## config.mk

```make
export PLATFORM = sky130hd
export DESIGN_NAME = FetchUnit
export DESIGN_NICKNAME = d
export VERILOG_FILES = /design/src/rtl/mipsPkg.sv /design/src/rtl/FetchUnit.sv
export VERILOG_INCLUDE_DIRS = /design/src /design/src/rtl
export SDC_FILE = /design/constraint.sdc
export NUM_CORES = 2
export LEC_CHECK = 0
export ABC_CLOCK_PERIOD_IN_PS = 2400
export BUFFER_PORTS_ARGS = -buffer_cell sky130_fd_sc_hd__buf_2
export CORE_UTILIZATION = 50
export DETAILED_ROUTE_END_ITERATION = 10
export GPL_ROUTABILITY_DRIVEN = 0
export HOLD_SLACK_MARGIN = 0.05
export PLACE_DENSITY_LB_ADDON = 0.3
export SLEW_MARGIN = 10
export SYNTH_ARGS = -nofsm -noshare
export SYNTH_HDL_FRONTEND = slang
export SYNTH_SLANG_ARGS = --single-unit
export TNS_END_PERCENT = 30
```

## constraint.sdc

```tcl
create_clock -name clk -period 2.4 [get_ports clk]
set_clock_uncertainty 0.2 [all_clocks]
set_input_delay 0.48 -clock clk [delete_from_list [all_inputs] [get_ports clk]]
set_output_delay 0.48 -clock clk [all_outputs]
set_load 0.02 [all_outputs]
```

## src/rtl/mips_settings.svh

```systemverilog
`ifndef MIPS_SETTINGS_SVH
`define MIPS_SETTINGS_SVH

// Datapath and instruction width
`define MIPS_WORD_W 32

// Architectural register count, index width follows from it
`define MIPS_REG_COUNT 32

// Memory depths in words
`define MIPS_IMEM_DEPTH 64
`define MIPS_DMEM_DEPTH 64

// ALU code for an enabled slot that does no arithmetic
// A squashed slot drives zero instead
`define MIPS_ALU_NONE 5'b11111

`endif
```

## src/rtl/mipsPkg.sv

```systemverilog
`include "mips_settings.svh"

package mipsPkg;

    ////////////////////////////////////////////////////////////
    // Basic widths
    ////////////////////////////////////////////////////////////

    // One data or instruction word
    typedef logic [`MIPS_WORD_W-1:0] word_t;

    // Register index
    typedef logic [$clog2(`MIPS_REG_COUNT)-1:0] regAddr_t;

    // Word indices into the two memories
    typedef logic [$clog2(`MIPS_IMEM_DEPTH)-1:0] imemAddr_t;
    typedef logic [$clog2(`MIPS_DMEM_DEPTH)-1:0] dmemAddr_t;

    ////////////////////////////////////////////////////////////
    // Encodings
    ////////////////////////////////////////////////////////////

    // Opcodes the core executes
    // Anything else decodes as a bubble
    typedef enum logic [5:0] {
        OpRtype = 6'b000000,
        OpJ     = 6'b000010,
        OpBne   = 6'b000101,
        OpAddi  = 6'b001000,
        OpOri   = 6'b001101,
        OpMul   = 6'b011100,
        OpLw    = 6'b100011
    } opcode_t;

    // ALU select codes
    typedef enum logic [4:0] {
        AluOff  = 5'd0,
        AluAdd  = 5'd1,
        AluSub  = 5'd2,
        AluMul  = 5'd3,
        AluOr   = 5'd7,
        AluSlt  = 5'd14,
        AluNone = `MIPS_ALU_NONE
    } aluCtrl_t;

    ////////////////////////////////////////////////////////////
    // Bundles
    ////////////////////////////////////////////////////////////

    // Decoder outputs in 12 bits
    typedef struct packed {
        logic     regWrite;
        logic     aluSrc;
        logic     regDst;
        logic     memRead;
        // 1 selects the loaded word for write-back
        logic     memToReg;
        logic     jump;
        logic     pcSrc;
        aluCtrl_t aluControl;
    } ctrl_t;

    // One register write-back as seen by the host
    typedef struct packed {
        logic     valid;
        regAddr_t rd;
        word_t    data;
    } retire_t;

endpackage

```

## src/rtl/FetchUnit.sv

```systemverilog
`timescale 1ns/1ns
`include "mips_settings.svh"

module FetchUnit (
    input  logic               clk,
    input  logic               rstN,
    input  logic               run,
    input  logic               imemWe,
    input  mipsPkg::imemAddr_t imemAddr,
    input  mipsPkg::word_t     imemWdata,
    input  logic               redirect,
    input  mipsPkg::imemAddr_t redirectPc,
    output mipsPkg::word_t     fetchInstr,
    output mipsPkg::imemAddr_t fetchPc,
    output logic               fetchValid
);
    import mipsPkg::*;

    // Instruction store, host writable
    word_t     imem [`MIPS_IMEM_DEPTH];
    imemAddr_t pc;
    imemAddr_t nextPc;

    // Redirect wins over sequential fetch
    assign nextPc = redirect ? redirectPc : pc + imemAddr_t'(1);

    ////////////////////////////////////////////////////////////
    // PC and valid flag
    ////////////////////////////////////////////////////////////

    always_ff @(posedge clk or negedge rstN) begin
        if (!rstN) begin
            pc         <= '0;
            fetchValid <= 1'b0;
        end else if (!run) begin
            // Halted, restart from word 0
            pc         <= '0;
            fetchValid <= 1'b0;
        end else begin
            pc         <= nextPc;
            fetchValid <= 1'b1;
        end
    end

    ////////////////////////////////////////////////////////////
    // Memory and fetch register
    ////////////////////////////////////////////////////////////

    always_ff @(posedge clk) begin
        if (imemWe) begin
            imem[imemAddr] <= imemWdata;
        end
        // Word at PC lands here one cycle later
        if (run) begin
            fetchInstr <= imem[pc];
            fetchPc    <= pc;
        end
    end

    // Program is only loaded while the core is halted
    assert property (@(posedge clk) disable iff (!rstN) !(imemWe && run))
        else $error("imem written while running");

endmodule

```

* Yosys cells after proc, flatten, opt, wreduce, memory -nomap -nowiden
Memory sizes are Yosys's and may differ from the RTL's. A register that Yosys moved wholly into a read port is not among the register bits. Index checks and enable logic that the tools add are counted. W data, S select, Z words.
Storage, ports and cells: bits in writable memories 2048, input bits 49, ROM bits 0, latch bits 0, output and inout bits 39, memories kept 1, register bits after elaboration 13
Operators by class: magnitude comparators 0, reductions and logical operators 0, shifts and indexed selects 0, div/mod/pow operators 0, multiplexer cells 5, bitwise operators 0, $mul 0, $add $sub $neg 1, equal/unequal tests 0
Memories:
- imem | words 64, width 32, rd ports 1, clocked after memory_dff 1, write ports 1, line FetchUnit.sv:20 | word_t imem [`MIPS_IMEM_DEPTH];
Operators by type and width (number):
- $mux W6 | 2
- $add A6 B1 Y6 const B | 1
- $mux W1 | 3

* Logic depth before layout (Yosys ltp)
depth after elaboration 3, depth in mapped cells 11

* Worst setup path before layout
Ideal clock, no wire load.
kind input to register, start in imemAddr[3], end mem imem[48][0] in the netlist's numbering, enable pin, cell stages on the path 4, setup time 461 ps, arrival time 3205 ps, path buffers 1, data required time 1739 ps, path slack -1466 ps, cell sequence clkbuf_1 nor2b_1 nand4b_1 nor3_1
RTL lines:
- from (decl) | line FetchUnit.sv:9 | input mipsPkg::imemAddr_t imemAddr,
- to (decl) | line FetchUnit.sv:20
No word-level cell before the write port.

==> impl_metrics.toml <==
[detailed_routing]
wire_per_inst_um = 32.95
ant_nets = 0
firstDrtPassIters = 6
vias_per_cell = 6.310
routed_wl_um = 213400
vias = 40880
drc = 0
first_iter_violations = 5386

[finish]
drive_gt1_share_pct = 36.13
finalNetCount = 4288
syn2layout_area_growth_pct = 21.40
finalInstanceArea_um2 = 97110
final_common_cell = "edfxtp_1"
fillers = 10630
most-common-layout-cells = "2086 x edfxtp_1, 472 x mux4_2, 361 x buf_4"

[sta]
min_period_over_period_pct = 129.1
post-route-worst-setup-slack_ps = -699.4
drv_slew = 0
worst_slew_pin_slew_ps = 984.3
fmax_mhz = 322.6
slew_headroom_pct = 34.14
rsz0062_at_grt = "yes"
finalHoldViolations = 0
setup_viol = 32
timing.final.crit_period_ps = 3099
hold_ws_ps = 86.00

[hold_path]
hold_class = "primary input to flop"
holdCritStartpoint = "imemWdata[3]"

[pwr]
p_per_area_nw_per_um2 = 799.2
ir_drop_uv = 831.7
p_leak_nw = 30.83

[synthesis]
ys_ff_latch = 2093
synth_edf_count = 2086
ys_seq_area_share_pct = 78.52
synthCells = 3511
synth_cell_type_count = 48
synth_fp_nets = 3561
yosys_warnings = 0
synthFlopType = "edfxtp_1"
avgSynthCellArea_um2 = 22.78
async_reset_ff_share_pct = 0.3344
synthesis.area_um2 = 80000

[clock_network]
cts_max_level = 4
cts-buffers-inserted = 202
cts_buffer_depth = 3
cts_tree = "yes"
cts_sinks = 2093
clk_latency_ps = 850
cts-root-buf = "clkbuf_16"
path_clk_slew_ps = 60

[outcome]
outcome = "finished with violations"
violations = "setup timing"

[setup_path]
r2r_start = "pc[0]$_DFF_PN0_"
critPathLaunch = "pc[0]$_DFF_PN0_"
cp-end-kind = "flop"
crit_type = "flop to flop"
arrival_ps = 3500
critical_path_required_ps = 2810
startpoint_type = "flop"
cp_max_fo = 7

[floorplan]
die-area_um2 = 161600
die_w_um = 402.0
die_h_um = 402.0
io_pins = 88
rows = 146
core_area_um2 = 158600
start_util_pct = 50.45

[global_route]
grt-ovfl-total = 0
grt.total_usage_pct = 26.25
grt_pass1_vias = 40610
grt_max_degree = 65
antenna_found_initial = 7
grt_pass1_wl_um = 296400

[placed_design]
dpl.hpwl_um = 124300
io_buffer_count = 87
place_area_um2 = 88460

[job]
drv_cap = 0
[worst paths after layout]
check	cells past startpoint	slack, ps	to
worst max-delay path	9	-700	fetchInstr[14]$_DFFE_PP_
worst min-delay path	2	90	imem[4][3]$_DFFE_PP_
worst max register to register	9	-700	fetchInstr[14]$_DFFE_PP_
worst min register to register	6	690	fetchInstr[25]$_DFFE_PP_
max in group asynchronous	3	1090	pc[1]$_DFF_PN0_
min in group asynchronous	3	490	pc[4]$_DFF_PN0_
[area by class of cell]
class | count | area [um^2] | area share, %
Timing Repair Buffer | 719 | 8155 | 8.398
Sequential cell | 2093 | 62840 | 64.70
Multi-Input combinational cell | 1221 | 17130 | 17.64
Clock buffer | 250 | 5299 | 5.456
Antenna cell | 2 | 5.005 | 0.005154
Inverter | 1 | 3.754 | 0.003865
Clock inverter | 120 | 1094 | 1.126
Tap cell | 2072 | 2592 | 2.670
[where the power goes]
part	switching (mW)	internal, mW
combinational	3.20	2.80
sequential	0.189	40.6
clock	13.5	17.4
[registers in the layout, indices dropped and copies added, names as in the netlist]
signal / cells
fetchPc: 6
fetchInstr: 32
imem: 2048
fetchValid: 1
pc: 6
[critical path, stage by stage (launching register included)]
cell and delay [ps]:
dfrtp_4 520, buf_12 160, buf_16 160, buf_12 140, buf_16 130, mux4_2 420, mux4_2 540, a22oi_2 330
buf_4 180, nand2_2 40
[per-layer routing]
metal | vias up | routed length [um] | GRT usage [%]
met5 | - | 12 | 0
met4 | 2 | 7471 | 9.267
met3 | 408 | 21880 | 6.045
met2 | 2222 | 102400 | 41.29
met1 | 21790 | 81700 | 36.32
li1 | 16460 | - | -
[cell families after synthesis]
group,after synthesis,synth area share [%]
AO/OA/AOI/OAI,294,2.468
XOR/XNOR,4,0.04380
adder cells (fa/ha/maj),1,0.01564
buffers and inverters,197,1.365
flip-flops,2093,78.52
multiplexers,722,16.44
AND/OR/NAND/NOR,200,1.147
[through the flow]
stage / TNS, ps / instances / setup WS [ps] / util (%) / power [mW]
floorplan: -89540 / 3511 / -194.4 / - / 44.25
global placement: -19380 / 5982 / -849.0 / 55.79 / 46.77
detailed placement: -19370 / 5982 / -855.7 / 55.79 / 46.85
CTS: -16240 / 6421 / -652.0 / 60.49 / 77.58
global route: -19170 / 6476 / -767.6 / 61.24 / 79.54
finish: -17330 / 6478 / -699.4 / 61.25 / 77.62
[cells in the mapped netlist, types with 20 or more instances]
cell,number,area share [%]
mux2i_1,237,3.0
o22ai_1,20,0.16
o221ai_1,50,0.55
o21ai_0,56,0.35
a21oi_1,61,0.38
nand3_1,20,0.13
nor2_1,91,0.43
clkbuf_1,70,0.33
buf_4,36,0.34
nand2_1,39,0.18
a22oi_1,22,0.21
mux4_2,472,13
edfxtp_1,2086,78
buf_2,54,0.34
[what timing repair did]
item / CTS / global route
pin swaps: 8 / 29
gates cloned: 3 / 7
hold buffers: 40 / 0
endpoints found under the setup margin: 35 / 40
hold endpoints to repair: 863 / 0
buffers inserted: 26 / 54
resized for setup: 86 / 135
Power figures use the tool's default switching activity.
