## src/rtl/mips_settings.svh

```systemverilog
`ifndef MIPS_SETTINGS_SVH
`define MIPS_SETTINGS_SVH

// Datapath and instruction width
`define MIPS_WORD_W 32

// Architectural register count, index width follows from it
`define MIPS_REG_COUNT 32

// Memory depths in words
`define MIPS_IMEM_DEPTH 64
`define MIPS_DMEM_DEPTH 64

// ALU code for an enabled slot that does no arithmetic
// A squashed slot drives zero instead
`define MIPS_ALU_NONE 5'b11111

`endif
```

## src/rtl/mipsPkg.sv

```systemverilog
`include "mips_settings.svh"

package mipsPkg;

    ////////////////////////////////////////////////////////////
    // Basic widths
    ////////////////////////////////////////////////////////////

    // One data or instruction word
    typedef logic [`MIPS_WORD_W-1:0] word_t;

    // Register index
    typedef logic [$clog2(`MIPS_REG_COUNT)-1:0] regAddr_t;

    // Word indices into the two memories
    typedef logic [$clog2(`MIPS_IMEM_DEPTH)-1:0] imemAddr_t;
    typedef logic [$clog2(`MIPS_DMEM_DEPTH)-1:0] dmemAddr_t;

    ////////////////////////////////////////////////////////////
    // Encodings
    ////////////////////////////////////////////////////////////

    // Opcodes the core executes
    // Anything else decodes as a bubble
    typedef enum logic [5:0] {
        OpRtype = 6'b000000,
        OpJ     = 6'b000010,
        OpBne   = 6'b000101,
        OpAddi  = 6'b001000,
        OpOri   = 6'b001101,
        OpMul   = 6'b011100,
        OpLw    = 6'b100011
    } opcode_t;

    // ALU select codes
    typedef enum logic [4:0] {
        AluOff  = 5'd0,
        AluAdd  = 5'd1,
        AluSub  = 5'd2,
        AluMul  = 5'd3,
        AluOr   = 5'd7,
        AluSlt  = 5'd14,
        AluNone = `MIPS_ALU_NONE
    } aluCtrl_t;

    ////////////////////////////////////////////////////////////
    // Bundles
    ////////////////////////////////////////////////////////////

    // Decoder outputs in 12 bits
    typedef struct packed {
        logic     regWrite;
        logic     aluSrc;
        logic     regDst;
        logic     memRead;
        // 1 selects the loaded word for write-back
        logic     memToReg;
        logic     jump;
        logic     pcSrc;
        aluCtrl_t aluControl;
    } ctrl_t;

    // One register write-back as seen by the host
    typedef struct packed {
        logic     valid;
        regAddr_t rd;
        word_t    data;
    } retire_t;

endpackage

```

## src/rtl/Controller.sv

```systemverilog
`timescale 1ns/1ns

module Controller (
    input  mipsPkg::word_t instruction,
    input  logic           branchDiffer,
    input  logic           controlEnable,
    output mipsPkg::ctrl_t ctrl
);
    import mipsPkg::*;

    // Funct codes for the R-type ops in use
    localparam logic [5:0] functAdd = 6'b100000;
    localparam logic [5:0] functSub = 6'b100010;
    localparam logic [5:0] functSlt = 6'b101010;

    opcode_t    opcode;
    logic [5:0] funct;

    assign opcode = opcode_t'(instruction[31:26]);
    assign funct  = instruction[5:0];

    ////////////////////////////////////////////////////////////
    // Decode table
    ////////////////////////////////////////////////////////////

    always_comb begin
        // Bubble by default
        ctrl            = '0;
        ctrl.aluControl = AluNone;

        if (!controlEnable) begin
            // Squashed or empty slot, everything inactive
            ctrl.aluControl = AluOff;
        end else begin
            case (opcode)
                OpRtype: begin
                    case (funct)
                        functAdd: ctrl.aluControl = AluAdd;
                        functSub: ctrl.aluControl = AluSub;
                        functSlt: ctrl.aluControl = AluSlt;
                        default:  ctrl.aluControl = AluNone;
                    endcase
                    // Unsupported funct stays a bubble
                    ctrl.regWrite = (ctrl.aluControl != AluNone);
                    ctrl.regDst   = ctrl.regWrite;
                end
                OpMul: begin
                    // Special2 encoding, rd destination
                    ctrl.regWrite   = 1'b1;
                    ctrl.regDst     = 1'b1;
                    ctrl.aluControl = AluMul;
                end
                OpLw: begin
                    // Address is base plus offset
                    ctrl.regWrite   = 1'b1;
                    ctrl.aluSrc     = 1'b1;
                    ctrl.memRead    = 1'b1;
                    ctrl.memToReg   = 1'b1;
                    ctrl.aluControl = AluAdd;
                end
                OpAddi: begin
                    ctrl.regWrite   = 1'b1;
                    ctrl.aluSrc     = 1'b1;
                    ctrl.aluControl = AluAdd;
                end
                OpOri: begin
                    // Immediate is zero-extended in the datapath
                    ctrl.regWrite   = 1'b1;
                    ctrl.aluSrc     = 1'b1;
                    ctrl.aluControl = AluOr;
                end
                OpBne: begin
                    // Taken only when the comparator sees a difference
                    ctrl.pcSrc = branchDiffer;
                end
                OpJ: begin
                    ctrl.jump = 1'b1;
                end
                default: begin
                    ctrl.aluControl = AluNone;
                end
            endcase
        end
    end

    ////////////////////////////////////////////////////////////
    // Checks
    ////////////////////////////////////////////////////////////

    always_comb begin
        // At most one redirect source
        assert final (!(ctrl.pcSrc && ctrl.jump))
            else $error("pcSrc and jump both high");
        assert final (!ctrl.pcSrc || opcode == OpBne)
            else $error("pcSrc high for opcode %b", instruction[31:26]);
        // Disabled slot must not leak any control
        assert final (controlEnable || ctrl == '0)
            else $error("ctrl active while disabled");
    end

endmodule

```

## config.mk

```make
export PLATFORM = sky130hd
export DESIGN_NAME = Controller
export DESIGN_NICKNAME = d
export VERILOG_FILES = /design/src/rtl/mipsPkg.sv /design/src/rtl/Controller.sv
export VERILOG_INCLUDE_DIRS = /design/src /design/src/rtl
export SDC_FILE = /design/constraint.sdc
export NUM_CORES = 1
export LEC_CHECK = 0
export ABC_CLOCK_PERIOD_IN_PS = 1100
export BUFFER_PORTS_ARGS = -buffer_cell sky130_fd_sc_hd__buf_2
export CAP_MARGIN = 10
export CELL_PAD_IN_SITES_DETAIL_PLACEMENT = 1
export CELL_PAD_IN_SITES_GLOBAL_PLACEMENT = 1
export CORE_UTILIZATION = 14
export DETAILED_ROUTE_END_ITERATION = 7
export PLACE_DENSITY = 0.85
export SLEW_MARGIN = 20
export SYNTH_ARGS = -nofsm -noshare
export SYNTH_HDL_FRONTEND = slang
export SYNTH_SLANG_ARGS = --single-unit
```

## constraint.sdc

```tcl
create_clock -name vclk -period 1.1
set_clock_uncertainty 0.15 [all_clocks]
set_input_delay 0.055 -clock vclk [all_inputs]
set_output_delay 0.055 -clock vclk [all_outputs]
set_load 0.005 [all_outputs]
```

# == After elaboration in Yosys (flattened, before gate mapping) ==
# Index checks and enable logic that the tools add are counted.
# classes
n_addsub,0
mul,0
div_mod_pow,0
order_cmp,0
n_eq_ne,10
shifts,0
muxes,12
bitwise,0
n_reduce_logical,4
# op_table
operator,n
$eq 6x6->1 const B,4
$pmux 5 s4,1
$mux 5,3
$pmux 5 s3,1
$eq 6x4->1 const B,2
$mux 7,1
$eq 6x2->1 const B,1
$eq 6x3->1 const B,1
$eq 6x5->1 const B,1
$logic_not 6->1,1
$ne 5x5->1 const B,1
$pmux 1 s2,2
$reduce_or 4->1,1
$mux 1,3
$reduce_or 3->1,1
$mux 2,1
$reduce_or 2->1,1
# totals
ff_bits,0
latchBits,0
mem_bits_rw,0
rom_bits,0
input_bits,34
elab_cells,26
n_memories,0

# == Logic depth before layout (Yosys ltp) ==
# depth
word_depth,7
ltp_mapped,4

# == Least setup slack after synthesis ==
# OpenSTA, ideal clock, no wires.
# synth_timing
path_type,input -> output
from,input port instruction[30]
to,output port ctrl[1] in the netlist's numbering
arrival_time_ns,0.890
slack_ns,0.005
path_stages,4
n_path_buf,0
cell_sequence,nor3_1 nand4_1 or2_1 o311a_1
# synth_lines
element,line,source
"start, declared",Controller.sv:4,"input mipsPkg::word_t instruction,"
"end, declared",Controller.sv:7,output mipsPkg::ctrl_t ctrl

==> results.cfg <==
[drt]
wl_per_cell_um = 13.09
firstDrtPassIters = 2
first_iter_violations = 2
drt-total-wl_um = 1309
drcViolationCount = 0
via_per_inst = 4.430
vias = 443
drtAntennaViolNets = 0

[grt]
track_usage = 0.1254
grt_max_degree = 9
antenna_found_initial = 0
grt_pass1_vias = 449
grt_pass1_wl_um = 1959
gr-total-overflow = 0

[synth]
synth_cells = 38
synthAdderAreaFrac = 0
synthXorXnorAreaFrac = 0.03398
synth-compound-area-share = 0.2670
netlist_area_um2 = 257.7
synth_fp_nets = 72
synth_top_family_by_area = simple AND/OR/NAND/NOR gates
synthSimpleGateAreaFrac = 0.6553
synth_warnings = 0
ys_seq_area_frac = 0
syn_avg_cell_area_um2 = 6.783
synthMuxAreaShare = 0
post_synth_num_cell_types = 28

[timing]
relSlewSlack = 0.7734
setup_slack_ns = -0.2197
hold_viol = 0
fmax_ghz = 0.7577
setup_viol = 9
tns_ns = -1.269
slew_viol_final = 0
hold_slack_ns = 0.2850
fin_crit_ns = 1.320
rsz0062_at_grt = yes
period_share = 1.200
worst_pin_slew_ns = 0.3371

[critical_path]
arrival_ns = 1.11
timing_worst_setup_path_type = primary input to output port
cp-start-kind = primary input
crit_family = simple AND/OR/NAND/NOR gates
crit_path_max_fanout = 3
crit_slowest_cell = o311a_1
required_ns = 0.89
worst-path-buf-inv = 2
cpPeakStageDelay_ns = 0.28
cp_cell_sequence = buf_8, nor3_4, nand4_1, or2_1, o311a_1, buf_2
end_kind = output port

[power]
max-vdd-ir-drop_uv = 102.2
power.density_nw_per_um2 = 286.4
power_mw = 0.1831
p_leak_nw = 0.2804

[cells_and_area]
syn2layout_area_growth_pct = 148.1
stdcell_count = 100
nets = 111
fin_util = 0.3703
seq_cell_count = 0
final_area_um2 = 639.4
drive_gt1_frac = 0.7067
diodes = 0
nClkBuffers = 0
regArea_um2 = 0

[floorplan]
die_w_um = 44.91
ios = 46
dieArea_um2 = 2016
rows = 15
die_y_um = 44.91
initial_core_util = 0.1493
core_um2 = 1727

[placed_design]
dpl_cell_area_um2 = 486.7
pre_cts_ws_ns = -0.2919
dp_hpwl_um = 969.6
gp_congestion = 0.7780
place_inst = 98
io_buffer_count = 26

[min_path]
hp-class = primary input to output port

[outcome]
status = finished, violations left
failed_checks = negative setup slack

[flow_run]
maxCapViolCount = 0

[clock_tree]
hold_buffers = 0
-- worst min-delay path: cells and delay by family --
kind	cells	cell delay (ns)
buffers and inverters	2	0.22
AND/OR/NAND/NOR	2	0.11
-- report_power, final --
part           total [mW]  switching (mW)  internal (mW)
sequential              0               0              0
combinational       0.183          0.0831          0.100
clock                   0               0              0
-- layer usage --
layer | track usage | share of wire | up-vias
met1 | 0.1570 | 0.40 | 207
met3 | 0 | 0.037 | 0
met4 | 0.006061 | 0 | 0
li1 | - | - | 223
met2 | 0.2500 | 0.56 | 13
met5 | 0 | 0 | -
-- what timing repair did --
action	in CTS	in global routing
setup endpoints to repair	11	12
pin swaps	7	3
gates cloned	0	0
buffers inserted	2	0
gates resized for setup	19	9
-- area by class of cell --
type	instances	area, um2
inverter	1	3.754
multi-input combinational	36	346.6
tap	25	31.28
fill	223	1087
timing repair buffer	38	257.7
-- placed cells by master (no fill, tap or decap), types with 2 or more instances in the layout --
cell and count:
buf_6 4, buf_4 12, buf_2 20, nor3_2 2
nand3_1 2, nor2b_1 3, and2_1 2, o21a_1 2
-- kinds of logic (layout without fill, tap and decap cells) --
family          after synthesis  after routing
simple gates                 26             26
compound gates                9              9
buf+inv                       2             39
xor+xnor                      1              1
-- synthesized netlist by cell type (all sizes together) --
| master | number | area share |
|---|---|---|
| nor2b | 4 | 0.097 |
| nor3 | 4 | 0.097 |
| nand3 | 3 | 0.058 |
| a21oi | 2 | 0.053 |
| and2 | 2 | 0.049 |
| nand2b | 2 | 0.049 |
| nor2 | 2 | 0.058 |
| o21a | 2 | 0.058 |
| a311oi | 1 | 0.034 |
| a31o | 1 | 0.034 |
| a31oi | 1 | 0.024 |
| and3 | 1 | 0.024 |
| and4b | 1 | 0.039 |
| buf | 1 | 0.029 |
| inv | 1 | 0.015 |
| nand2 | 1 | 0.015 |
| nand4 | 1 | 0.024 |
| nand4bb | 1 | 0.044 |
| nor3b | 1 | 0.029 |
| nor4 | 1 | 0.024 |
| o22ai | 1 | 0.024 |
| o311a | 1 | 0.039 |
| or2 | 1 | 0.024 |
| or3 | 1 | 0.024 |
| xnor2 | 1 | 0.034 |
-- worst paths after layout --
kind	startpoint	end	slack, ns	depth (start not counted)
min	branchDiffer	ctrl[5]	0.29	4
max	instruction[28]	ctrl[1]	-0.22	6
Note: power is estimated with default switching activity, not from simulation.
