$ cat config.mk
export PLATFORM = sky130hd
export DESIGN_NAME = RegisterFile
export DESIGN_NICKNAME = d
export VERILOG_FILES = /design/src/rtl/mipsPkg.sv /design/src/rtl/RegisterFile.sv
export VERILOG_INCLUDE_DIRS = /design/src /design/src/rtl
export SDC_FILE = /design/constraint.sdc
export NUM_CORES = 2
export LEC_CHECK = 0
export BUFFER_PORTS_ARGS = -buffer_cell sky130_fd_sc_hd__buf_2
export CAP_MARGIN = 25
export CORE_ASPECT_RATIO = 1.2
export CORE_MARGIN = 4
export CORE_UTILIZATION = 31
export CTS_CLUSTER_DIAMETER = 200
export CTS_CLUSTER_SIZE = 40
export DETAILED_ROUTE_END_ITERATION = 8
export GPL_ROUTABILITY_DRIVEN = 0
export PLACE_DENSITY = 0.58
export RECOVER_POWER = 100
export SYNTH_ARGS = -nofsm -noshare
export SYNTH_HDL_FRONTEND = slang
export SYNTH_SLANG_ARGS = --single-unit
$ cat constraint.sdc
create_clock -name clk -period 1.8 [get_ports clk]
set_input_delay 0.18 -clock clk [delete_from_list [all_inputs] [get_ports clk]]
set_output_delay 0.18 -clock clk [all_outputs]
set_load 0.02 [all_outputs]
$ cat src/rtl/mips_settings.svh
`ifndef MIPS_SETTINGS_SVH
`define MIPS_SETTINGS_SVH

// Datapath and instruction width
`define MIPS_WORD_W 32

// Architectural register count, index width follows from it
`define MIPS_REG_COUNT 32

// Memory depths in words
`define MIPS_IMEM_DEPTH 64
`define MIPS_DMEM_DEPTH 64

// ALU code for an enabled slot that does no arithmetic
// A squashed slot drives zero instead
`define MIPS_ALU_NONE 5'b11111

`endif
$ cat src/rtl/mipsPkg.sv
`include "mips_settings.svh"

package mipsPkg;

    ////////////////////////////////////////////////////////////
    // Basic widths
    ////////////////////////////////////////////////////////////

    // One data or instruction word
    typedef logic [`MIPS_WORD_W-1:0] word_t;

    // Register index
    typedef logic [$clog2(`MIPS_REG_COUNT)-1:0] regAddr_t;

    // Word indices into the two memories
    typedef logic [$clog2(`MIPS_IMEM_DEPTH)-1:0] imemAddr_t;
    typedef logic [$clog2(`MIPS_DMEM_DEPTH)-1:0] dmemAddr_t;

    ////////////////////////////////////////////////////////////
    // Encodings
    ////////////////////////////////////////////////////////////

    // Opcodes the core executes
    // Anything else decodes as a bubble
    typedef enum logic [5:0] {
        OpRtype = 6'b000000,
        OpJ     = 6'b000010,
        OpBne   = 6'b000101,
        OpAddi  = 6'b001000,
        OpOri   = 6'b001101,
        OpMul   = 6'b011100,
        OpLw    = 6'b100011
    } opcode_t;

    // ALU select codes
    typedef enum logic [4:0] {
        AluOff  = 5'd0,
        AluAdd  = 5'd1,
        AluSub  = 5'd2,
        AluMul  = 5'd3,
        AluOr   = 5'd7,
        AluSlt  = 5'd14,
        AluNone = `MIPS_ALU_NONE
    } aluCtrl_t;

    ////////////////////////////////////////////////////////////
    // Bundles
    ////////////////////////////////////////////////////////////

    // Decoder outputs in 12 bits
    typedef struct packed {
        logic     regWrite;
        logic     aluSrc;
        logic     regDst;
        logic     memRead;
        // 1 selects the loaded word for write-back
        logic     memToReg;
        logic     jump;
        logic     pcSrc;
        aluCtrl_t aluControl;
    } ctrl_t;

    // One register write-back as seen by the host
    typedef struct packed {
        logic     valid;
        regAddr_t rd;
        word_t    data;
    } retire_t;

endpackage

$ cat src/rtl/RegisterFile.sv
`timescale 1ns/1ns
`include "mips_settings.svh"

module RegisterFile (
    input  logic              clk,
    input  logic              rstN,
    input  mipsPkg::regAddr_t rs,
    input  mipsPkg::regAddr_t rt,
    input  logic              we,
    input  mipsPkg::regAddr_t rd,
    input  mipsPkg::word_t    wdata,
    output mipsPkg::word_t    rsData,
    output mipsPkg::word_t    rtData
);
    import mipsPkg::*;

    word_t regs [`MIPS_REG_COUNT];

    // Write port, r0 never written
    always_ff @(posedge clk or negedge rstN) begin
        if (!rstN) begin
            for (int i = 0; i < `MIPS_REG_COUNT; i++) begin
                regs[i] <= '0;
            end
        end else if (we && rd != '0) begin
            regs[rd] <= wdata;
        end
    end

    // Read ports, old value during the write cycle
    assign rsData = (rs == '0) ? '0 : regs[rs];
    assign rtData = (rt == '0) ? '0 : regs[rt];

endmodule

### After elaboration in Yosys (flattened, before gate mapping)

Index checks and enable logic that the tools add are counted.

| cells by class | value |
|---|---|
| reductions and logical operators | 5 |
| order comparisons | 4 |
| bitwise operators | 3 |
| mux-type cells | 11 |

Operator list:

| kind | count |
|---|---|
| 1024-bit bitwise mux | 1 |
| 32-bit binary-select mux with 5-bit select | 2 |
| 32-bit 2-to-1 mux | 7 |
| 32-bit demux with 5-bit select | 1 |
| 6-bit >= comparator, second input constant | 3 |
| 5-bit NOT with 6-bit output | 3 |
| 5-bit zero test | 2 |
| 6-bit by 1-bit < comparator with 1-bit output, second input constant | 1 |
| 5-bit nonzero test | 1 |
| 1-bit logical AND | 2 |

| word-level totals | value |
|---|---|
| output and inout port bits | 64 |
| input bits | 50 |
| logic and storage cells | 55 |
| flip-flop bits (word level) | 1,024 |

### Longest topological paths before layout

| depth | value |
|---|---|
| depth in word-level cells | 6 |
| gate-level depth with buffers | 7 |
| gate-level depth less buffers | 4 |

### Worst setup path before layout

Ideal clock, no wire load.

| path | value |
|---|---|
| path kind | in2out |
| start | input rs[0] |
| end | output rsData[14] |
| cell stages on the path | 7 |
| data required time | 1.620 ns |
| slack | -0.229 ns |
| data arrival time | 1.849 ns |
| path through | buf_2 > inv_1 > buf_2 > buf_2 > clkbuf_1 > o2111ai_1 > a311oi_1 |

| on the way | value |
|---|---|
| longest elaborated chain between the ends | 5 |

RTL lines:

| item | RTL line | source |
|---|---|---|
| from (decl) | RegisterFile.sv:7 | `input mipsPkg::regAddr_t rs,` |
| 5-bit NOT with 6-bit output (implied by the code) | RegisterFile.sv:31 | `assign rsData = (rs == '0) ? '0 : regs[rs];` |
| 32-bit binary-select mux with 5-bit select | RegisterFile.sv:31 |  |
| 32-bit 2-to-1 mux (implied by the code) (2 in a row) | RegisterFile.sv:31 |  |
| 32-bit 2-to-1 mux * | RegisterFile.sv:31 |  |
| to (decl) | RegisterFile.sv:12 | `output mipsPkg::word_t rsData,` |

Every way passes the cells marked *; elsewhere a longest branch is shown, timed or not. The select of a mux whose other input is x is not followed.

### Worst setup path after layout

| path | value |
|---|---|
| start | register regs[979] (netlist name) |
| end | output rtData[19] |

| on the way | value |
|---|---|
| longest elaborated chain between the ends | 4 |

RTL lines:

| item | RTL line | source |
|---|---|---|
| from (decl) | RegisterFile.sv:17 | `` word_t regs [`MIPS_REG_COUNT]; `` |
| from (signal, indexed assignment) | RegisterFile.sv:26 | `regs[rd] <= wdata;` |
| 32-bit binary-select mux with 5-bit select | RegisterFile.sv:32 | `assign rtData = (rt == '0) ? '0 : regs[rt];` |
| 32-bit 2-to-1 mux (implied by the code) (2 in a row) | RegisterFile.sv:32 |  |
| 32-bit 2-to-1 mux | RegisterFile.sv:32 |  |
| to (decl) | RegisterFile.sv:13 | `output mipsPkg::word_t rtData` |

No other way between the ends. The select of a mux whose other input is x is not followed.

==> summary.md <==
| Metric | Value |
|---|---|
| Clock skew | `0 ns` |
| Reg2reg end | `regs[764]` |
| Power, Total | `57.8 mW` |
| Die Y | `467 um` |
| Final Cycle Share | `1.48` |
| Layout area overhead | `20.5%` |
| FFs w/ async S/R, synth | `1.00` |
| Levels on crit path | `7` |
| Crit path cell chain | `mux4_2 -> nor2b_4 -> a211oi_2 -> buf_4 -> a311oi_2 -> buf_4 -> buf_6` |
| Largest net degree at the start of global routing | `103` |
| Largest register FFs | `1,024` |
| Synth top area share | `0.471` |
| Core area | `174,000 um2` |
| FMAX | `374 MHz` |
| DRT Pass-1 Iters | `7` |
| Final worst setup slack | `-0.871 ns` |
| Tmin final | `2.67 ns` |
| Top cells by area, synth | `dfrtp_1 (47%), mux2_2 (22%), mux4_2 (19%), mux2i_1 (2.4%), buf_2 (1.6%)` |
| Reg2Reg Depth | `2` |
| CTS Root Cell | `clkbuf_16` |
| EDFF count, synth | `0` |
| Rows | `168` |
| First-pass GRT wire length | `274 mm` |
| Post-detail-place hpwl | `127 mm` |
| All-Layer GR Usage | `0.204` |
| Die area | `182,000 um2` |
| Yosys cell types | `35` |
| Vias in the first global route | `37.5k` |
| Worst vdd rail ir drop | `0.881 mV` |
| Largest regs | `regs (1024)` |
| Crit path kind | `register to primary output` |
| Worst path arrival time | `2.49 ns` |
| Reg2Reg Setup Slack | `0.88 ns` |
| Max_slew headroom | `0.170` |
| Number of vias per cell | `5.70` |
| # setup viols final | `377` |
| Warnings from Yosys | `0` |
| Unrepaired setup endpoints after global routing | `true` |
| Longest Clk Path Bufs | `3` |
| Clock transition at path regs | `0.15 ns` |
| Worst setup EP type | `primary output` |
| Mean Syn Cell Area | `15.0 um2` |
| Mapped Area | `54,400 um2` |
| Cell count after synthesis | `3,621` |
| Slew Limit Fails | `0` |
| CTS sink cnt | `1,024` |
| Violated checks | `negative setup slack` |
| Most used cell, CP | `buf_4` |
| Hold Crit Class | `input pin to register` |
| CP startpoint kind | `register` |
| Bufs and invs on worst path | `3` |
| # IOs | `114` |
| Worst Setup EP | `rtData[19]` |
| Via count | `36.0k` |
| Final WL | `189 mm` |
| Launching point of the worst reg2reg path | `regs[764]` |
| Routed len/inst | `29.9 um` |
| Placed Area | `63,900 um2` |
| CP Launch Point | `regs[979]` |
| CTS tree | `done` |
| Run status | `finished with violations` |
| Critical Path RT | `1.62 ns` |
| CP top delay family | `buffers and inverters` |
| GRT overflow | `0` |
| Share of cells above drive strength 1 | `0.643` |
| Worst Path Max Fanout | `3` |
| Port bufs | `113` |
| CP max stage delay | `0.46 ns` |
| Slowest CP cell | `mux4_2` |
| Top_reg_cell synth | `dfrtp_1` |
| H-tree depth | `1` |
| Clk_lat worst skew | `0.70 ns` |
| Yosys top cell by area | `dfrtp_1` |
| Final Instance Area | `65,500 um2` |
| Antenna Nets Post-Route | `0` |
| Inserted Clock Buffers | `29` |
| Die W | `390 um` |
| Sequential share of the synthesized area | `0.471` |
| Slew @ Worst Pin | `1.24 ns` |
| # DRC | `0` |
| Synth Register Bits | `1,024` |
| DRT iter0 DRCs | `3,070` |
| Maxcap violations | `0` |
| Syn_nets | `3,671` |
| Starting Density | `0.312` |
| Initial antenna violation count | `12` |
| Final Hold Viols | `0` |
| LEAKAGE | `27.9 nW` |
| Nets | `4,059` |
| Pwr dens | `882 nW/um2` |
| Register name with the most flops | `regs` |
-- cells by family (layout without fill, tap and decap cells) --
group,Yosys count,in the layout,share of synthesized area
multiplexers,1632,1632,0.428
flip-flops,1024,1024,0.471
buffers and inverters,434,822,0.0363
AO/OA/AOI/OAI,366,366,0.0484
AND/OR/NAND/NOR,165,165,0.0161
other,0,7,0
-- Yosys cell counts (2+ instances only) --
| library cell | count |
|---|---|
| buf_4 | 34 |
| clkbuf_1 | 223 |
| inv_1 | 2 |
| o21ai_1 | 9 |
| buf_2 | 170 |
| nand2_1 | 49 |
| or4_1 | 2 |
| o2111ai_1 | 18 |
| nor2b_1 | 71 |
| o21ai_0 | 101 |
| mux2_1 | 10 |
| nor3_1 | 3 |
| a311oi_1 | 64 |
| nor2_1 | 19 |
| mux2_2 | 1046 |
| nand4b_1 | 3 |
| mux2i_1 | 128 |
| nand2b_1 | 5 |
| dfrtp_1 | 1024 |
| nor3b_1 | 2 |
| a211oi_1 | 64 |
| a22oi_1 | 64 |
| mux4_2 | 448 |
| buf_1 | 3 |
| a221oi_1 | 46 |
| or2_2 | 2 |
| or3_1 | 3 |
-- cell type report --
type / instances / area, um2
antenna: 7 / 17.5
inverter: 2 / 12.5
clock inverter: 2 / 25.0
timing repair buffer: 789 / 7240
clock buffer: 29 / 726
sequential: 1024 / 25600
multi-input combinational: 2163 / 29000
tap: 2295 / 2870
fill: 16500 / 109000
-- per-layer routing --
metal / vias to the layer above / global-route usage / share of wire / wire, um
met5: - / 0 / 0.00029 / 54
met4: 8 / 0.0588 / 0.037 / 6980
met3: 271 / 0.0276 / 0.060 / 11200
met2: 1115 / 0.337 / 0.48 / 89800
met1: 19800 / 0.280 / 0.43 / 80500
li1: 14800 / - / - / -
-- placed cells by master, fill, tap and decap left out, drive strengths merged, types with 71 or more instances in the layout --
cell    instances
mux2         1056
dfrtp        1024
buf           678
mux4          448
clkbuf        138
mux2i         128
o21ai         110
nor2b          71
-- worst min path at each step --
stage,cells after the start,start,slack [ns],endpoint
6_report,2,wdata[7],0.08,regs[839]
3_3_place_gp,2,rstN,0.33,regs[974]
4_1_cts,2,wdata[16],0.03,regs[464]
3_5_place_dp,2,rstN,0.32,regs[910]
2_1_floorplan,0,rstN,-0.12,regs[0]
5_1_grt,2,wdata[10],0.07,regs[906]
-- report_power, final --
group	leakage (nW)	switching [mW]	total (mW)	internal, mW
clock	0.369	7.22	10.2	2.96
sequential	13.1	3.12	30.4	27.3
combinational	14.4	6.81	17.2	10.4
total	27.9	17.2	57.8	40.6
-- timing repair --
item / in CTS / in global routing
hold endpoints to repair: 1024 / 0
pin swaps: 67 / 64
buffers inserted: 8 / 5
hold buffers: 1 / 0
setup endpoints to repair: 64 / 64
resized for setup: 370 / 145
-- stage by stage --
| stage | cells | setup slack, ns | utilization | hold slack [ns] | setup TNS [ns] |
|---|---|---|---|---|---|
| global route | 6306 | -0.965 | 0.375 | 0.0660 | -142.20 |
| finish | 6311 | -0.871 | 0.376 | 0.0753 | -73.15 |
| CTS | 6301 | -0.911 | 0.378 | 0.0295 | -49.88 |
| floorplan | 3621 | -0.0559 | - | -0.116 | -1.53 |
| global placement | 6267 | -0.692 | 0.366 | 0.327 | -36.46 |
| detailed placement | 6267 | -0.665 | 0.366 | 0.322 | -39.43 |
Power figures use the tool's default switching activity.
