<file path="src/rtl/mips_settings.svh">
`ifndef MIPS_SETTINGS_SVH
`define MIPS_SETTINGS_SVH

// Datapath and instruction width
`define MIPS_WORD_W 32

// Architectural register count, index width follows from it
`define MIPS_REG_COUNT 32

// Memory depths in words
`define MIPS_IMEM_DEPTH 64
`define MIPS_DMEM_DEPTH 64

// ALU code for an enabled slot that does no arithmetic
// A squashed slot drives zero instead
`define MIPS_ALU_NONE 5'b11111

`endif
</file>
<file path="src/rtl/mipsPkg.sv">
`include "mips_settings.svh"

package mipsPkg;

    ////////////////////////////////////////////////////////////
    // Basic widths
    ////////////////////////////////////////////////////////////

    // One data or instruction word
    typedef logic [`MIPS_WORD_W-1:0] word_t;

    // Register index
    typedef logic [$clog2(`MIPS_REG_COUNT)-1:0] regAddr_t;

    // Word indices into the two memories
    typedef logic [$clog2(`MIPS_IMEM_DEPTH)-1:0] imemAddr_t;
    typedef logic [$clog2(`MIPS_DMEM_DEPTH)-1:0] dmemAddr_t;

    ////////////////////////////////////////////////////////////
    // Encodings
    ////////////////////////////////////////////////////////////

    // Opcodes the core executes
    // Anything else decodes as a bubble
    typedef enum logic [5:0] {
        OpRtype = 6'b000000,
        OpJ     = 6'b000010,
        OpBne   = 6'b000101,
        OpAddi  = 6'b001000,
        OpOri   = 6'b001101,
        OpMul   = 6'b011100,
        OpLw    = 6'b100011
    } opcode_t;

    // ALU select codes
    typedef enum logic [4:0] {
        AluOff  = 5'd0,
        AluAdd  = 5'd1,
        AluSub  = 5'd2,
        AluMul  = 5'd3,
        AluOr   = 5'd7,
        AluSlt  = 5'd14,
        AluNone = `MIPS_ALU_NONE
    } aluCtrl_t;

    ////////////////////////////////////////////////////////////
    // Bundles
    ////////////////////////////////////////////////////////////

    // Decoder outputs in 12 bits
    typedef struct packed {
        logic     regWrite;
        logic     aluSrc;
        logic     regDst;
        logic     memRead;
        // 1 selects the loaded word for write-back
        logic     memToReg;
        logic     jump;
        logic     pcSrc;
        aluCtrl_t aluControl;
    } ctrl_t;

    // One register write-back as seen by the host
    typedef struct packed {
        logic     valid;
        regAddr_t rd;
        word_t    data;
    } retire_t;

endpackage

</file>
<file path="src/rtl/Alu.sv">
`timescale 1ns/1ns

module Alu (
    input  mipsPkg::aluCtrl_t aluControl,
    input  mipsPkg::word_t    a,
    input  mipsPkg::word_t    b,
    output mipsPkg::word_t    result
);
    import mipsPkg::*;

    always_comb begin
        case (aluControl)
            AluAdd: begin
                result = a + b;
            end
            AluSub: begin
                result = a - b;
            end
            AluMul: begin
                // Low half of the signed product
                result = word_t'($signed(a) * $signed(b));
            end
            AluOr: begin
                result = a | b;
            end
            AluSlt: begin
                // Signed compare, 1 or 0
                result = word_t'($signed(a) < $signed(b));
            end
            default: begin
                // None, off and unused codes
                result = '0;
            end
        endcase
    end

endmodule

</file>
<file path="config.mk">
export PLATFORM = sky130hd
export DESIGN_NAME = Alu
export DESIGN_NICKNAME = d
export VERILOG_FILES = /design/src/rtl/mipsPkg.sv /design/src/rtl/Alu.sv
export VERILOG_INCLUDE_DIRS = /design/src /design/src/rtl
export SDC_FILE = /design/constraint.sdc
export NUM_CORES = 1
export LEC_CHECK = 0
export BUFFER_PORTS_ARGS = -buffer_cell sky130_fd_sc_hd__buf_2
export CORE_MARGIN = 5
export CORE_UTILIZATION = 53
export DETAILED_ROUTE_END_ITERATION = 10
export PLACE_DENSITY = 0.71
export SYNTH_ARGS = -nofsm -noshare
export SYNTH_HDL_FRONTEND = slang
export SYNTH_SLANG_ARGS = --single-unit
</file>
<file path="constraint.sdc">
create_clock -name vclk -period 18.4
set_input_delay 4.6 -clock vclk [all_inputs]
set_output_delay 4.6 -clock vclk [all_outputs]
set_load 0.03 [all_outputs]
</file>
[Yosys cells after proc, flatten, opt, wreduce, memory -nomap -nowiden]
Cells that the tools add are included.
Word-level totals
  register bits: 0
  bits of input ports: 69
  output and inout bits: 32
  logic and storage cells: 11
Cells by class
  add/subtract/negate cells: 2
  $mul: 1
  order comparisons: 1
  eq/ne operators: 5
  muxes and demuxes: 1
  bitwise operators: 1
Operators by type and width (number)
  32-bit case mux with 5 select lines: 1
  32-bit adder: 1
  32-bit < comparator: 1
  32-bit by 32-bit multiplier with 32-bit output: 1
  32-bit OR: 1
  32-bit subtractor: 1
  5-bit by 2-bit == test with 1-bit output, second input constant: 2
  5-bit by 1-bit == test with 1-bit output, second input constant: 1
  5-bit by 3-bit == test with 1-bit output, second input constant: 1
  5-bit by 4-bit == test with 1-bit output, second input constant: 1

[Depth between registers and ports, before layout]
Gate-level depths: netlist of run 1.
  depth after elaboration: 2
  depth in mapped cells: 30
  gate-level depth less buffers: 27

[Worst setup path before layout of run 1]
Ideal clock, no wire load.
  kind: input-to-output
  start point: input port b[2]
  end point: output port result[29]
  arrival: 11.722 ns
  required time: 13.800 ns
  slack: 2.078 ns
  cell stages on the path: 27
  path buffers: 2
  cells stage by stage: clkbuf_1 > inv_1 > buf_1 > nor2_1 > fa_1 > fa_1 > inv_1 > fa_1 > fa_1 > inv_1 > fa_1 > inv_1 > fa_1 > inv_1 > fa_1 > fa_1 > ha_1 > a21oi_1 > o21bai_1 > a221oi_1 > o21ai_0 > a31oi_1 > o21bai_1 > a21oi_1 > o21ai_0 > xnor2_1 > o211ai_1
On the way
  word-level cells in the longest chain between the ends: 2
  elaborated cells between the ends (all ways): 4
  classes of those cells: 2 x add/sub; 1 x mul; 1 x mux
Ends and longest elaborated chain
  start: declaration: line Alu.sv:6  | input mipsPkg::word_t b,
  32-bit by 32-bit multiplier with 32-bit output (tied with other cells): line Alu.sv:21  | result = word_t'($signed(a) * $signed(b));
  32-bit case mux with 5 select lines (*): line Alu.sv:12  | case (aluControl)
  end: declaration: line Alu.sv:7  | output mipsPkg::word_t result
Mark *: on every way between the ends. The rest lies on a longest branch, timed or not.

[Worst setup path after layout of run 1]
  start point: input port b[3]
  end point: output port result[31]
Same word-level chain as after synthesis.

==> tab_implementation.tex, run 1 <==
\begin{tabular}{lr}
\hline
Metric & Value \\
\hline
\multicolumn{2}{l}{\textbf{Layout}} \\
Cell area after layout & 20580 um\^{}2 \\
Fraction of final layout cells with drive strength greater than 1 & 0.06483 \\
Area of all sequential standard cells & 0 um\^{}2 \\
Fillers & 3463 \\
Number of nets in the layout & 3163 \\
Number of clock buffer instances in the layout & 0 \\
Seq\_cells & 0 \\
Fin cells & 2907 \\
Area growth syn-to-layout & 4.719\% \\
\multicolumn{2}{l}{\textbf{Logic synthesis}} \\
Post-synthesis share of cell area spent on xor and xnor gates & 0.04438 \\
Post-synthesis instance area & 19650 um\^{}2 \\
Proportion of synthesized chip area in sequential cells & 0 \\
Largest family of logic cells by synthesized area & adder cells \\
Area fraction in and, or, nand and nor cells after synthesis & 0.1450 \\
Most common library cells after synthesis & sky130\_fd\_sc\_hd\_\_inv\_1 (500), sky130\_fd\_sc\_hd\_\_fa\_1 (410), sky130\_fd\_sc\_hd\_\_nor2\_1 (402), sky130\_fd\_sc\_hd\_\_ha\_1 (245), sky130\_fd\_sc\_hd\_\_nand2\_1 (218) \\
Portion of synthesized cell area occupied by the leading cell type & 0.4177 \\
Number of warnings reported in the yosys synthesis log & 0 \\
Share of the synthesized area in compound gates (AO/OA/AOI/OAI) & 0.1151 \\
Count of unique library cells instantiated by Yosys & 75 \\
Cell type contributing the most total cell area after synthesis & sky130\_fd\_sc\_hd\_\_fa\_1 \\
Most instantiated library cell after synthesis & sky130\_fd\_sc\_hd\_\_inv\_1 \\
Gate count of the mapped netlist & 2410 \\
Mux contribution to synthesized area & 0.002101 \\
Syn\_nets & 3134 \\
Leading cell types by total area after synthesis & sky130\_fd\_sc\_hd\_\_fa\_1 (42\%), sky130\_fd\_sc\_hd\_\_ha\_1 (16\%), sky130\_fd\_sc\_hd\_\_inv\_1 (9.6\%), sky130\_fd\_sc\_hd\_\_nor2\_1 (7.7\%), sky130\_fd\_sc\_hd\_\_nand2\_1 (4.2\%) \\
Average cell area after synthesis & 8.153 um\^{}2 \\
Arithmetic-cell share of the synthesized area counting full adders, half adders and majority gates & 0.5737 \\
\multicolumn{2}{l}{\textbf{Global routing}} \\
Remaining global-route overflow & 0 \\
Via count of the first global-routing pass & 18240 \\
First-pass GRT wire length & 109700 um \\
Largest net degree at the start of global routing & 33 \\
GRT Resource Usage Total & 0.3499 \\
Initial antenna violation count & 2 \\
\multicolumn{2}{l}{\textbf{Floorplan}} \\
Number of placement rows & 70 \\
Overall die width & 202.5 um \\
Die area & 41020 um\^{}2 \\
Core Footprint & 36610 um\^{}2 \\
Initial standard-cell utilization of the core & 0.5367 \\
I/O pin count & 101 \\
Die Y & 202.5 um \\
\multicolumn{2}{l}{\textbf{Timing}} \\
Final min period & 17350 ps \\
Max frequency & 57.63 MHz \\
Setup repair after global routing missed its margin & false \\
Setup WS post-layout & 1049 ps \\
Rel. slew slack & 0.2640 \\
Final-layout setup total negative slack & 0 ps \\
Post-route clock period utilization & 0.9430 \\
Number of max-slew violations in the final report & 0 \\
Worst Max-Slew Pin Slew & 1103 ps \\
Count of final hold-check violations & 0 \\
Total setup violations reported at the end of the flow & 0 \\
\multicolumn{2}{l}{\textbf{Place}} \\
Dpl cells & 2905 \\
Placed cell area & 20570 um\^{}2 \\
Estimated wirelength of the detail-placed design & 59390 um \\
Pre-CTS WS & 1049 ps \\
Global placer's final weighted congestion & 1.068 \\
IO buf count & 101 \\
\multicolumn{2}{l}{\textbf{Hold path}} \\
Number of stages on the worst hold path & 5 \\
Hold Crit Class & input pin to primary output \\
\multicolumn{2}{l}{\textbf{Detailed routing}} \\
Via count & 17350 \\
Per-cell routed wire length & 24.62 um \\
Number of optimization iterations in the first detailed-route pass & 8 \\
Number of nets still failing antenna checks after routing & 0 \\
Total detailed-routing wirelength & 71560 um \\
Average vias per placed instance & 5.969 \\
First DRT Iteration DRCs & 1832 \\
DRC violation count after routing & 0 \\
\multicolumn{2}{l}{\textbf{Setup path}} \\
Crit path launch type & input pin \\
Number of stages on the worst setup path & 27 \\
Crit-path max cell delay & 550 ps \\
Worst setup endpoint & result[31] \\
Highest fanout seen on the critical path & 19 \\
CP max-delay cell & sky130\_fd\_sc\_hd\_\_inv\_1 \\
WP data arrival & 12750 ps \\
Launch point of the worst path & b[3] \\
Most prevalent standard cell on the critical path & sky130\_fd\_sc\_hd\_\_fa\_1 \\
Worst setup path category & input pin to primary output \\
Top Family by Delay on Critical Path & adder cells \\
Type of element capturing the critical path & primary output \\
Data required time at the worst endpoint & 13800 ps \\
Buffers and inverters on the worst path & 7 \\
\multicolumn{2}{l}{\textbf{Clock tree}} \\
Hold-fix buffers at CTS & 0 \\
\# resized after CTS & 0 \\
Setup bufs post-CTS & 0 \\
\multicolumn{2}{l}{\textbf{Status}} \\
Outcome & finished clean \\
\multicolumn{2}{l}{\textbf{Flow run}} \\
Maxcap violations & 0 \\
\hline
\end{tabular}
stage by stage:
stage | hold slack, ps | util
after global routing | 9737 | 0.5619
after detailed placement | 9697 | 0.5619
final | 9707 | 0.5620
after CTS | 9703 | 0.5619
after global placement | 9674 | 0.5619
after floorplan | 9561 | -
area by class of cell:
cell class,instances,area (um^2),area share
multi-input combinational,1789,17300,0.8409
inverter,514,1929,0.09377
timing repair buffer,134,753.2,0.03661
tap,468,585.6,0.02846
antenna,2,5.005,0.0002432
per-layer routing:
| metal | global-route usage | routed length (um) | up-vias |
|---|---|---|---|
| met2 | 0.5588 | 31960 | 1059 |
| met3 | 0.07235 | 8058 | 205 |
| met5 | 0 | 19 | - |
| met1 | 0.4649 | 27200 | 8578 |
| met4 | 0.1528 | 4320 | 4 |
| li1 | - | - | 7507 |
cells in the final DEF (no fill, tap or decap), types with 6 or more instances in the layout:
cell	count
sky130_fd_sc_hd__a21o_1	17
sky130_fd_sc_hd__o21a_1	9
sky130_fd_sc_hd__nor4_1	8
sky130_fd_sc_hd__xor2_1	24
sky130_fd_sc_hd__buf_4	33
sky130_fd_sc_hd__o221ai_1	28
sky130_fd_sc_hd__nand4_1	10
sky130_fd_sc_hd__o22ai_1	12
sky130_fd_sc_hd__xnor2_1	73
sky130_fd_sc_hd__o211ai_1	12
sky130_fd_sc_hd__buf_2	101
sky130_fd_sc_hd__nor3_1	17
sky130_fd_sc_hd__fa_1	410
sky130_fd_sc_hd__a21oi_1	86
sky130_fd_sc_hd__ha_1	245
sky130_fd_sc_hd__clkinv_1	12
sky130_fd_sc_hd__nand2_1	218
sky130_fd_sc_hd__a31oi_1	6
sky130_fd_sc_hd__inv_1	500
sky130_fd_sc_hd__nor2_1	402
sky130_fd_sc_hd__or3_1	9
sky130_fd_sc_hd__nand3_1	16
sky130_fd_sc_hd__o21bai_1	20
sky130_fd_sc_hd__o31ai_1	9
sky130_fd_sc_hd__o21ai_0	46
sky130_fd_sc_hd__a221o_1	13
sky130_fd_sc_hd__o21ai_1	6
sky130_fd_sc_hd__a211o_1	8
tightest hold or removal path, cell delays in order:
cell,delay (ps)
sky130_fd_sc_hd__buf_2,90
sky130_fd_sc_hd__nor2_1,50
sky130_fd_sc_hd__o211ai_1,80
sky130_fd_sc_hd__nand3_1,90
sky130_fd_sc_hd__buf_2,190
how the worst min path moves through the flow:
| stage | from | end | slack (ps) |
|---|---|---|---|
| final | aluControl[4] | result[0] | 9710 |
| after global routing | aluControl[4] | result[0] | 9740 |
| after CTS | aluControl[4] | result[0] | 9700 |
| after detailed placement | aluControl[4] | result[0] | 9700 |
| after global placement | aluControl[4] | result[0] | 9670 |
| after floorplan | aluControl[4] | result[0] | 9560 |
kinds of logic after synthesis:
group,Yosys count
AOI/OAI and AO/OA,324
and+or+nand+nor,708
muxes,4
xor gates and xnor gates,98
adders and majority gates,655
buffers and inverters,621
Power of run 1 is left out: the tool's default activity adds up to more than one toggle a clock period on the data nets, which glitch-free logic cannot reach.
==> inputs of run 2 (changes only) <==
==> constraint.sdc (replaced) <==
create_clock -name vclk -period 17.2
set_input_delay 4.3 -clock vclk [all_inputs]
set_output_delay 4.3 -clock vclk [all_outputs]
set_load 0.02 [all_outputs]
==> run 2 against run 1 <==
Non-clock buffer count up 19; via count up 0.22%; setup slack worse by 740 ps; cell area up 0.68%; critical endpoint unchanged; first-iteration DRC count up 1.3%; sequential cell count unchanged; die area unchanged; hold slack worse by 650 ps.
==> tab_implementation.tex, run 2 (synthesis results as in run 1) <==
\begin{tabular}{lr}
\hline
Metric & Value \\
\hline
\multicolumn{2}{l}{\textbf{Global routing}} \\
Remaining global-route overflow & 0 (unchanged) \\
Initial antenna violation count & 4 (+2) \\
GRT Resource Usage Total & 0.3464 (-0.003515) \\
Via count of the first global-routing pass & 18090 (-0.81\%) \\
First-pass GRT wire length & 108400 um (-1.2\%) \\
Largest net degree at the start of global routing & 33 (unchanged) \\
\multicolumn{2}{l}{\textbf{Floorplan}} \\
Core Footprint & 36610 um\^{}2 (unchanged) \\
I/O pin count & 101 (unchanged) \\
Die Y & 202.5 um (unchanged) \\
Overall die width & 202.5 um (unchanged) \\
Initial standard-cell utilization of the core & 0.5367 (unchanged) \\
Number of placement rows & 70 (unchanged) \\
Die area & 41020 um\^{}2 (unchanged) \\
\multicolumn{2}{l}{\textbf{Layout}} \\
Area growth syn-to-layout & 5.432\% \\
Seq\_cells & 0 (unchanged) \\
Number of nets in the layout & 3182 (+0.60\%) \\
Commonest cells after routing, fill and taps aside & sky130\_fd\_sc\_hd\_\_inv\_1 (500), sky130\_fd\_sc\_hd\_\_fa\_1 (410), sky130\_fd\_sc\_hd\_\_nor2\_1 (402), sky130\_fd\_sc\_hd\_\_ha\_1 (245), sky130\_fd\_sc\_hd\_\_nand2\_1 (218) \\
Area of all sequential standard cells & 0 um\^{}2 (unchanged) \\
Leading cell type in the layout, fill and taps excluded & sky130\_fd\_sc\_hd\_\_inv\_1 \\
Post-route core utilization & 0.5659 (+0.003828) \\
Number of clock buffer instances in the layout & 0 (unchanged) \\
Fraction of final layout cells with drive strength greater than 1 & 0.07207 (+0.007235) \\
\multicolumn{2}{l}{\textbf{Hold path}} \\
Number of stages on the worst hold path & 5 (unchanged) \\
Hold EP & result[0] \\
Hold Crit Class & input pin to primary output \\
Start point of the worst hold path & aluControl[4] \\
\multicolumn{2}{l}{\textbf{Clock tree}} \\
\# resized after CTS & 0 (unchanged) \\
Setup bufs post-CTS & 0 (unchanged) \\
Hold-fix buffers at CTS & 0 (unchanged) \\
\multicolumn{2}{l}{\textbf{Timing}} \\
Count of final hold-check violations & 0 (unchanged) \\
Total setup violations reported at the end of the flow & 0 (unchanged) \\
Worst Max-Slew Pin Slew & 1071 ps (-31.57 ps) \\
Final-layout setup total negative slack & 0 ps (unchanged) \\
Worst hold slack after final layout & 9055 ps (-652.5 ps) \\
Rel. slew slack & 0.2851 (+0.02107) \\
Max frequency & 59.21 MHz \\
Setup repair after global routing missed its margin & false \\
Final min period & 16890 ps \\
Number of max-slew violations in the final report & 0 (unchanged) \\
Post-route clock period utilization & 0.9819 \\
Setup WS post-layout & 311.6 ps (-737.4 ps) \\
\multicolumn{2}{l}{\textbf{Detailed routing}} \\
Number of nets still failing antenna checks after routing & 0 (unchanged) \\
Total detailed-routing wirelength & 71720 um (+0.22\%) \\
Via count & 17390 (+0.22\%) \\
DRC violation count after routing & 0 (unchanged) \\
First DRT Iteration DRCs & 1855 (+1.3\%) \\
Per-cell routed wire length & 24.52 um (-0.40\%) \\
Number of optimization iterations in the first detailed-route pass & 5 (-3) \\
Average vias per placed instance & 5.946 (-0.40\%) \\
\multicolumn{2}{l}{\textbf{Place}} \\
Global placer's final weighted congestion & 1.029 (-3.7\%) \\
Pre-CTS WS & 463.0 ps (-586.1 ps) \\
Estimated wirelength of the detail-placed design & 59100 um (-0.47\%) \\
IO buf count & 101 (unchanged) \\
\multicolumn{2}{l}{\textbf{Setup path}} \\
Crit path launch type & input pin \\
Highest fanout seen on the critical path & 17 (-2) \\
Type of element capturing the critical path & primary output \\
WP data arrival & 12590 ps (-160 ps) \\
Worst setup path category & input pin to primary output \\
Data required time at the worst endpoint & 12900 ps (-900 ps) \\
\multicolumn{2}{l}{\textbf{Flow run}} \\
Maxcap violations & 0 (unchanged) \\
\multicolumn{2}{l}{\textbf{Status}} \\
Outcome & finished clean \\
\hline
\end{tabular}
[run 2: metrics by stage]
step	cells	cell area (um^2)
6_report	2925	20720
3_5_place_dp	2924	20710
4_1_cts	2924	20710
5_1_grt	2924	20710
3_3_place_gp	2924	20710
2_1_floorplan	2410	19650
[run 2: how the worst max path moves through the flow]
| stage | from | to | slack, ps |
|---|---|---|---|
| 5_1_grt | b[2] | result[31] | 0.8 |
| 4_1_cts | b[2] | result[31] | 490 |
| 3_5_place_dp | b[2] | result[31] | 460 |
| 3_3_place_gp | b[2] | result[30] | 610 |
| 2_1_floorplan | b[2] | result[31] | 1600 |
| 6_report | b[2] | result[31] | 310 |
[run 2: worst max-delay path: stages]
cell and delay, ps:
sky130_fd_sc_hd__buf_2 190, sky130_fd_sc_hd__inv_1 650, sky130_fd_sc_hd__nor2_1 140, sky130_fd_sc_hd__fa_1 520, sky130_fd_sc_hd__fa_1 490, sky130_fd_sc_hd__inv_1 50, sky130_fd_sc_hd__fa_1 470, sky130_fd_sc_hd__fa_1 550
sky130_fd_sc_hd__inv_1 60, sky130_fd_sc_hd__fa_1 500, sky130_fd_sc_hd__inv_1 60, sky130_fd_sc_hd__fa_1 530, sky130_fd_sc_hd__inv_1 50, sky130_fd_sc_hd__fa_1 490, sky130_fd_sc_hd__fa_1 430, sky130_fd_sc_hd__ha_1 370
sky130_fd_sc_hd__a21oi_1 210, sky130_fd_sc_hd__o21bai_1 80, sky130_fd_sc_hd__a221oi_1 290, sky130_fd_sc_hd__o21ai_0 240, sky130_fd_sc_hd__a31oi_1 530, sky130_fd_sc_hd__o21bai_1 110, sky130_fd_sc_hd__a21oi_1 410, sky130_fd_sc_hd__o2111ai_1 220
sky130_fd_sc_hd__mux2i_1 180, sky130_fd_sc_hd__a211o_1 300, sky130_fd_sc_hd__buf_2 160
[run 2: layer usage]
metal,GRT usage,vias to the layer above,share of wire
met1,0.4571,8639,0.39
met3,0.07826,216,0.11
met2,0.5552,984,0.44
li1,-,7546,-
met5,0,-,0.00047
met4,0.1440,6,0.058
[run 2: final cells by class]
type | count | area [um^2]
multi-input cells | 1789 | 17300
repair buffers | 153 | 895.9
inverters | 514 | 1929
well taps | 468 | 585.6
fillers | 3457 | 15890
diodes | 1 | 2.502
Power of run 2 is left out for the same reason.
